### src/common/wbBackend_config.svh
// Write-back back end sizes
`ifndef WB_BACKEND_CONFIG_SVH
`define WB_BACKEND_CONFIG_SVH

// data and address word width of the RV32 core
`define WB_XLEN 32

// general register file
`define WB_NUM_GPR   32
`define WB_GPR_IDX_W 5

// machine CSRs kept by the back end
`define WB_NUM_CSR   4
`define WB_CSR_IDX_W 2

`define WB_RETIRE_CNT_W 32 // retired instruction counter

`endif

### src/common/wbBackend_pkg.sv
// Write-back back end types
`default_nettype none

`include "wbBackend_config.svh"

package wbBackend_pkg;

    // ~~~~~~~~~~~~~~~~~~~~
    // memory stage bundle entering write-back
    typedef struct packed {
        logic                       commit;     // one cycle strobe, real instruction
        logic [`WB_XLEN-1:0]        pc;
        logic [`WB_XLEN-1:0]        inst;
        logic [`WB_XLEN-1:0]        aluOut;
        logic [`WB_XLEN-1:0]        csrOut;
        logic [`WB_XLEN-1:0]        loadData;
        logic [`WB_GPR_IDX_W-1:0]   rd;
        logic [`WB_CSR_IDX_W-1:0]   csrIdx;
        logic                       writeGpr;
        logic                       writeCsr;
        logic                       memToReg;   // take loadData instead of aluOut
        logic                       systemHalt;
    } memWbT;

    // ~~~~~~~~~~~~~~~~~~~~
    // register file write requests and the retirement record
    typedef struct packed {
        logic                       en;
        logic [`WB_GPR_IDX_W-1:0]   addr;
        logic [`WB_XLEN-1:0]        data;
    } gprWrT;

    typedef struct packed {
        logic                       en;
        logic [`WB_CSR_IDX_W-1:0]   addr;
        logic [`WB_XLEN-1:0]        data;
    } csrWrT;

    typedef struct packed {
        logic                       valid;
        logic [`WB_XLEN-1:0]        pc;
        logic [`WB_XLEN-1:0]        inst;
    } retireT;

    // index names of the four CSRs
    typedef enum logic [`WB_CSR_IDX_W-1:0] {
        csrMstatus,
        csrMtvec,
        csrMepc,
        csrMcause
    } csrIdxE;

endpackage

`default_nettype wire

### src/regFile/csrFile.sv
// Machine CSR file
`default_nettype none

`include "wbBackend_config.svh"

module csrFile
    import wbBackend_pkg::*;
(
    input  logic                clk,
    input  logic                arstN,
    input  csrWrT               wr,
    input  csrIdxE              raddr,
    output logic [`WB_XLEN-1:0] rdata
);

    // mstatus, mtvec, mepc and mcause in csrIdxE order
    logic [`WB_XLEN-1:0] regs [`WB_NUM_CSR];

    // ~~~~~~~~~~~~~~~~~~~~
    // single write port

    always_ff @(posedge clk or negedge arstN) begin
        if (!arstN) begin
            for (int i = 0; i < `WB_NUM_CSR; i++) begin
                regs[i] <= '0;
            end
        end else if (wr.en) begin
            regs[wr.addr] <= wr.data;
        end
    end

    assign rdata = regs[raddr];   // combinational read

endmodule

`default_nettype wire

### src/regFile/gprFile.sv
// General purpose register file
`default_nettype none

`include "wbBackend_config.svh"

module gprFile
    import wbBackend_pkg::*;
(
    input  logic                      clk,
    input  logic                      arstN,
    input  gprWrT                     wr,
    input  logic [`WB_GPR_IDX_W-1:0]  raddrA,
    input  logic [`WB_GPR_IDX_W-1:0]  raddrB,
    output logic [`WB_XLEN-1:0]       rdataA,
    output logic [`WB_XLEN-1:0]       rdataB
);

    // x0 has no storage so entries start at index one
    logic [`WB_XLEN-1:0] regs [1:`WB_NUM_GPR-1];

    always_ff @(posedge clk or negedge arstN) begin
        if (!arstN) begin
            for (int i = 1; i < `WB_NUM_GPR; i++) begin
                regs[i] <= '0;
            end
        end else if (wr.en && wr.addr != '0) begin
            regs[wr.addr] <= wr.data;   // a write to x0 falls away here
        end
    end

    // ~~~~~~~~~~~~~~~~~~~~
    // read ports as the decode stage sees them

    function automatic logic [`WB_XLEN-1:0] readReg(input logic [`WB_GPR_IDX_W-1:0] idx);
        logic [`WB_XLEN-1:0] val;
        if (idx == '0) begin
            val = '0;
        end else begin
            val = regs[idx];
        end
        return val;
    endfunction

    always_comb begin
        rdataA = readReg(raddrA);
        rdataB = readReg(raddrB);
    end

endmodule

`default_nettype wire

### src/source/wbBackendTop.sv
// Write-back back end top
`default_nettype none

`include "wbBackend_config.svh"

module wbBackendTop
    import wbBackend_pkg::*;
(
    input  logic                        clk,
    input  logic                        arstN,
    input  memWbT                       memWb,
    input  logic [`WB_GPR_IDX_W-1:0]    gprRaddrA,
    input  logic [`WB_GPR_IDX_W-1:0]    gprRaddrB,
    output logic [`WB_XLEN-1:0]         gprRdataA,
    output logic [`WB_XLEN-1:0]         gprRdataB,
    input  csrIdxE                      csrRaddr,
    output logic [`WB_XLEN-1:0]         csrRdata,
    output retireT                      retire,
    output logic [`WB_RETIRE_CNT_W-1:0] retiredCount,
    output logic                        halted
);

    // requests before the halt gate
    gprWrT               gprReq;
    csrWrT               csrReq;
    logic                wbCommit;
    logic [`WB_XLEN-1:0] wbPc;
    logic [`WB_XLEN-1:0] wbInst;
    logic                wbHalt;

    gprWrT gprWr;   // gated writes into the register files
    csrWrT csrWr;

    // ~~~~~~~~~~~~~~~~~~~~
    wbStage uWbStage (
        .clk      (clk),
        .arstN    (arstN),
        .memWb    (memWb),
        .gprReq   (gprReq),
        .csrReq   (csrReq),
        .wbCommit (wbCommit),
        .wbPc     (wbPc),
        .wbInst   (wbInst),
        .wbHalt   (wbHalt)
    );

    retireUnit uRetireUnit (
        .clk          (clk),
        .arstN        (arstN),
        .gprReq       (gprReq),
        .csrReq       (csrReq),
        .wbCommit     (wbCommit),
        .wbPc         (wbPc),
        .wbInst       (wbInst),
        .wbHalt       (wbHalt),
        .gprWr        (gprWr),
        .csrWr        (csrWr),
        .retire       (retire),
        .retiredCount (retiredCount),
        .halted       (halted)
    );

    // ~~~~~~~~~~~~~~~~~~~~
    gprFile uGprFile (
        .clk    (clk),
        .arstN  (arstN),
        .wr     (gprWr),
        .raddrA (gprRaddrA),
        .raddrB (gprRaddrB),
        .rdataA (gprRdataA),
        .rdataB (gprRdataB)
    );

    csrFile uCsrFile (
        .clk   (clk),
        .arstN (arstN),
        .wr    (csrWr),
        .raddr (csrRaddr),
        .rdata (csrRdata)
    );

endmodule

`default_nettype wire

### src/writeBack/retireUnit.sv
// Retirement and halt control
`default_nettype none

`include "wbBackend_config.svh"

module retireUnit
    import wbBackend_pkg::*;
(
    input  logic                        clk,
    input  logic                        arstN,
    input  gprWrT                       gprReq,
    input  csrWrT                       csrReq,
    input  logic                        wbCommit,
    input  logic [`WB_XLEN-1:0]         wbPc,
    input  logic [`WB_XLEN-1:0]         wbInst,
    input  logic                        wbHalt,
    output gprWrT                       gprWr,
    output csrWrT                       csrWr,
    output retireT                      retire,
    output logic [`WB_RETIRE_CNT_W-1:0] retiredCount,
    output logic                        halted
);

    logic                retValid;
    logic [`WB_XLEN-1:0] retPc;
    logic [`WB_XLEN-1:0] retInst;
    logic                doRetire;

    // nothing commits once the core has halted
    assign doRetire = wbCommit & ~halted;

    assign gprWr = '{en: gprReq.en & ~halted, addr: gprReq.addr, data: gprReq.data};
    assign csrWr = '{en: csrReq.en & ~halted, addr: csrReq.addr, data: csrReq.data};

    // ~~~~~~~~~~~~~~~~~~~~
    // counter, halt latch and record valid

    always_ff @(posedge clk or negedge arstN) begin
        if (!arstN) begin
            retiredCount <= '0;
            halted       <= 1'b0;
            retValid     <= 1'b0;
        end else begin
            retValid <= doRetire;
            if (doRetire) begin
                retiredCount <= retiredCount + 1'b1;
                if (wbHalt) halted <= 1'b1;   // the halting instruction itself retires
            end
        end
    end

    always_ff @(posedge clk) begin
        if (doRetire) begin
            retPc   <= wbPc;
            retInst <= wbInst;
        end
    end

    assign retire = '{valid: retValid, pc: retPc, inst: retInst};

endmodule

`default_nettype wire

### src/writeBack/wbStage.sv
// MEM/WB register and result select
`default_nettype none

`include "wbBackend_config.svh"

module wbStage
    import wbBackend_pkg::*;
(
    input  logic                clk,
    input  logic                arstN,
    input  memWbT               memWb,
    output gprWrT               gprReq,
    output csrWrT               csrReq,
    output logic                wbCommit,
    output logic [`WB_XLEN-1:0] wbPc,
    output logic [`WB_XLEN-1:0] wbInst,
    output logic                wbHalt
);

    logic  commitQ;   // only control bit of the stage register
    memWbT stageQ;    // payload half, commit field is taken from commitQ

    // ~~~~~~~~~~~~~~~~~~~~
    // MEM/WB pipeline register

    always_ff @(posedge clk or negedge arstN) begin
        if (!arstN) begin
            commitQ <= 1'b0;
        end else begin
            commitQ <= memWb.commit;
        end
    end

    // payload follows every cycle, a bundle with commit low is simply ignored
    always_ff @(posedge clk) begin
        stageQ <= memWb;
    end

    // ~~~~~~~~~~~~~~~~~~~~
    // write-back selection

    logic [`WB_XLEN-1:0] gprData;

    always_comb begin
        if (stageQ.memToReg) begin
            gprData = stageQ.loadData;   // load result from the data memory
        end else begin
            gprData = stageQ.aluOut;
        end
    end

    assign gprReq = '{
        en:   commitQ & stageQ.writeGpr,
        addr: stageQ.rd,
        data: gprData
    };

    // the CSR result was already formed in the execute stage
    assign csrReq = '{
        en:   commitQ & stageQ.writeCsr,
        addr: stageQ.csrIdx,
        data: stageQ.csrOut
    };

    assign wbCommit = commitQ;
    assign wbPc     = stageQ.pc;
    assign wbInst   = stageQ.inst;
    assign wbHalt   = stageQ.systemHalt;   // qualified by wbCommit downstream

endmodule

`default_nettype wire
### config.mk
export PLATFORM = sky130hd
export DESIGN_NAME = wbBackendTop
export DESIGN_NICKNAME = d
export VERILOG_FILES = /design/src/common/wbBackend_pkg.sv /design/src/regFile/csrFile.sv /design/src/regFile/gprFile.sv /design/src/source/wbBackendTop.sv /design/src/writeBack/retireUnit.sv /design/src/writeBack/wbStage.sv
export VERILOG_INCLUDE_DIRS = /design/src /design/src/common
export SDC_FILE = /design/constraint.sdc
export NUM_CORES = 2
export LEC_CHECK = 0
export BUFFER_PORTS_ARGS = -buffer_cell sky130_fd_sc_hd__buf_2
export CAP_MARGIN = 0
export CORE_MARGIN = 3
export CORE_UTILIZATION = 45
export DETAILED_ROUTE_END_ITERATION = 6
export PLACE_DENSITY = 0.66
export SYNTH_ARGS = -nofsm -noshare
export SYNTH_HDL_FRONTEND = slang
export SYNTH_SLANG_ARGS = --single-unit
### constraint.sdc
create_clock -name clk -period 2.8 [get_ports clk]
set_clock_uncertainty 0.2 [all_clocks]
set_input_delay 0.14 -clock clk [delete_from_list [all_inputs] [get_ports clk]]
set_output_delay 0.14 -clock clk [all_outputs]
set_load 0.03 [all_outputs]
==> metrics.txt <==
relative slew slack=0.374; maximum vdd drop=0.622 mV; Antenna Nets Post-Route=0; proportion of layout cells with a drive suffix above 1=0.275; DRC=0; H-tree levels=4; Layout Cells excl Fill=8,064; Final Setup Violations=29; Max Buffers Root-to-Sink=3; Nets=6,256; worst path required time=2.46 ns; MaxCap Viol Count=0; Synth Area per Inst=11.8 µm²; Tot GR Track Use=0.279; RSZ-0062 raised after global routing=yes; Primary FF master, synth=dfrtp_1; syn_nets=5,594; Area contributors post-synth=dfrtp_1, mux4_2, dfxtp_1; die area=147,000 µm²; clk sinks=1,390; first-pass GRT wire length=311,000 µm; Initial Utilization=0.456; fmax=0.344 GHz; Core Area=140,000 µm²; Crit Path Class=register to output pin; global route total overflow=0; Reg-to-Reg Start=uRetireUnit.halted; worst slew pin tran=0.940 ns; TritonCTS clock tree=yes; Worst Path Max Fanout=3; die width=383 µm; Pre-antenna DRT Iters=6; synth warn=0; Pleak=35.2 nW; outcome=finished, violations left; Setup WS post-layout=-0.104 ns; Synth Cell Area=64,100 µm²; share of the synthesized area in the top cell type=0.451; FF-to-FF path depth=5; sequential share of the synthesized area=0.535; post-synth top area cell=dfrtp_1; num ports=380; most frequent cells in the layout=dfrtp_1, nor2_1, a21oi_1; fin util=0.567; DR vias/cell=5.99; failing checks=negative setup slack; largest net degree at the start of global routing=81; Post-synth ARST share=0.831; hold slack final=0.0495 ns; commonest non-fill, non-tap cell in the layout=dfrtp_1; Routed WL per cell=25.4 µm; initial antenna violation count=2; cell row count=137; fin. max-slew vios=0; clock latency on the worst-skew pair=0.79 ns; PwrDens=578 nW/µm²; Hold/Removal Path Class=input port to async pin; chip height=383 µm; Worst setup EP type=output pin; Setup WS pre-CTS=0.0675 ns; EDFF count, synth=64; period utilisation layout=1.04; Reg2Reg Setup Slack=0.15 ns; hpwl dp=125,000 µm; Buffers on Ports=379; worst r2r dst=uGprFile.regs[909]; Fin. Hold Viols=0; crit path DAT=2.56 ns; cells after synthesis=5,407; via count=48,300; placed cell count=7,422; clock root buffer=clkbuf_16; vias in the first global route=49,500; Initial DRC Count=5,050; CP Launch Type=register; number of CTS-inserted buffers=151; routability cong.=0.852; Synth cell types=50; #FFs+latches synth=1,390; clk slew on worst S/H paths=0.06 ns; Tmin final=2.90 ns; final wirelength=205,000 µm; Area Overhead vs Synth=24.3%
-- what timing repair did --
item	4_1_cts	5_1_grt
gates resized for setup	148	121
hold buffers	346	0
hold endpoints to repair	1327	0
endpoints found under the setup margin	62	63
buffers inserted	11	23
pin swaps	80	81
-- power by group --
group          internal [W]  switching [W]  leakage, nW  total (W)
logic               0.00197        0.00267         14.7    0.00464
clock network        0.0115        0.00865         2.46     0.0202
registers            0.0208       0.000441         18.0     0.0212
-- metal layers --
metal / wire length (µm) / vias up / GRT usage
met3: 18100 / 444 / 0.0625
met4: 8220 / 2 / 0.119
li1: - / 21000 / -
met1: 80400 / 24600 / 0.366
met2: 98400 / 2263 / 0.447
met5: 13 / - / 0
-- worst max-delay path by stage --
stage,to,start,cells after the start
floorplan,uGprFile.regs[162],uRetireUnit.halted,7
global route,gprRdataB[19],uGprFile.regs[51],6
detailed placement,gprRdataB[10],gprRaddrB[0],7
CTS,gprRdataA[8],uGprFile.regs[72],6
finish,gprRdataB[19],uGprFile.regs[51],6
global placement,gprRdataB[10],gprRaddrB[0],7
-- area by class of cell --
class	count	area, µm²
Fill cell	11100	60800
Sequential cell	1390	34300
Multi-Input combinational cell	3478	28700
Timing Repair Buffer	1045	9290
Clock buffer	221	4370
Tap cell	1876	2350
Clock inverter	50	652
Inverter	3	11.3
Antenna cell	1	2.50
-- critical path: stages, from the launching register on --
cell     delay, ns
dfrtp_1       0.41
buf_6         0.13
mux4_2        0.44
a22o_1        0.25
o21ai_4       0.26
o31ai_4       0.13
buf_6         0.16
-- cell families after synthesis --
| family | Yosys count | synth area share |
|---|---|---|
| AOI/OAI and AO/OA | 1440 | 0.130 |
| DFF | 1390 | 0.535 |
| and+or+nand+nor | 1172 | 0.0781 |
| muxes | 834 | 0.215 |
| buffers and inverters | 539 | 0.0375 |
| xor gates and xnor gates | 31 | 0.00424 |
| adders and majority gates | 1 | 0.000195 |
-- Yosys cell counts, drive strengths merged (6+ instances only) --
cell type	number
nand4	16
nor2	518
mux4	416
o21ai	544
and2	67
xnor2	28
nor3	11
dfxtp	171
mux2i	226
a211oi	64
o22ai	64
edfxtp	64
clkbuf	323
nor4	6
nand2	495
mux2	192
nor2b	9
dfrtp	1155
nand3	14
a22o	191
buf	213
a21oi	512
nand4b	9
o31ai	64
-- through the flow --
stage               TNS (ns)  total power [W]  instance area, µm²
floorplan                  0           0.0237               64100
global placement           0           0.0255               69700
detailed placement         0           0.0256               69700
CTS                    -6.08           0.0461               78900
global route           -3.81           0.0475               79600
finish                 -1.28           0.0460               79600
-- registers in the layout, indices dropped and copies added, names as in the netlist --
register,flops
uRetireUnit.retiredCount,32
uGprFile.regs,992
uRetireUnit.retInst,32
uWbStage.wbCommit,1
uWbStage.wbPc,32
uCsrFile.regs,128
uRetireUnit.retValid,1
uWbStage.wbHalt,1
uWbStage.stageQ,67
uRetireUnit.halted,1
uWbStage.csrReq,34
uRetireUnit.retPc,32
uWbStage.wbInst,32
uWbStage.gprReq,5
Power figures use the tool's default switching activity.
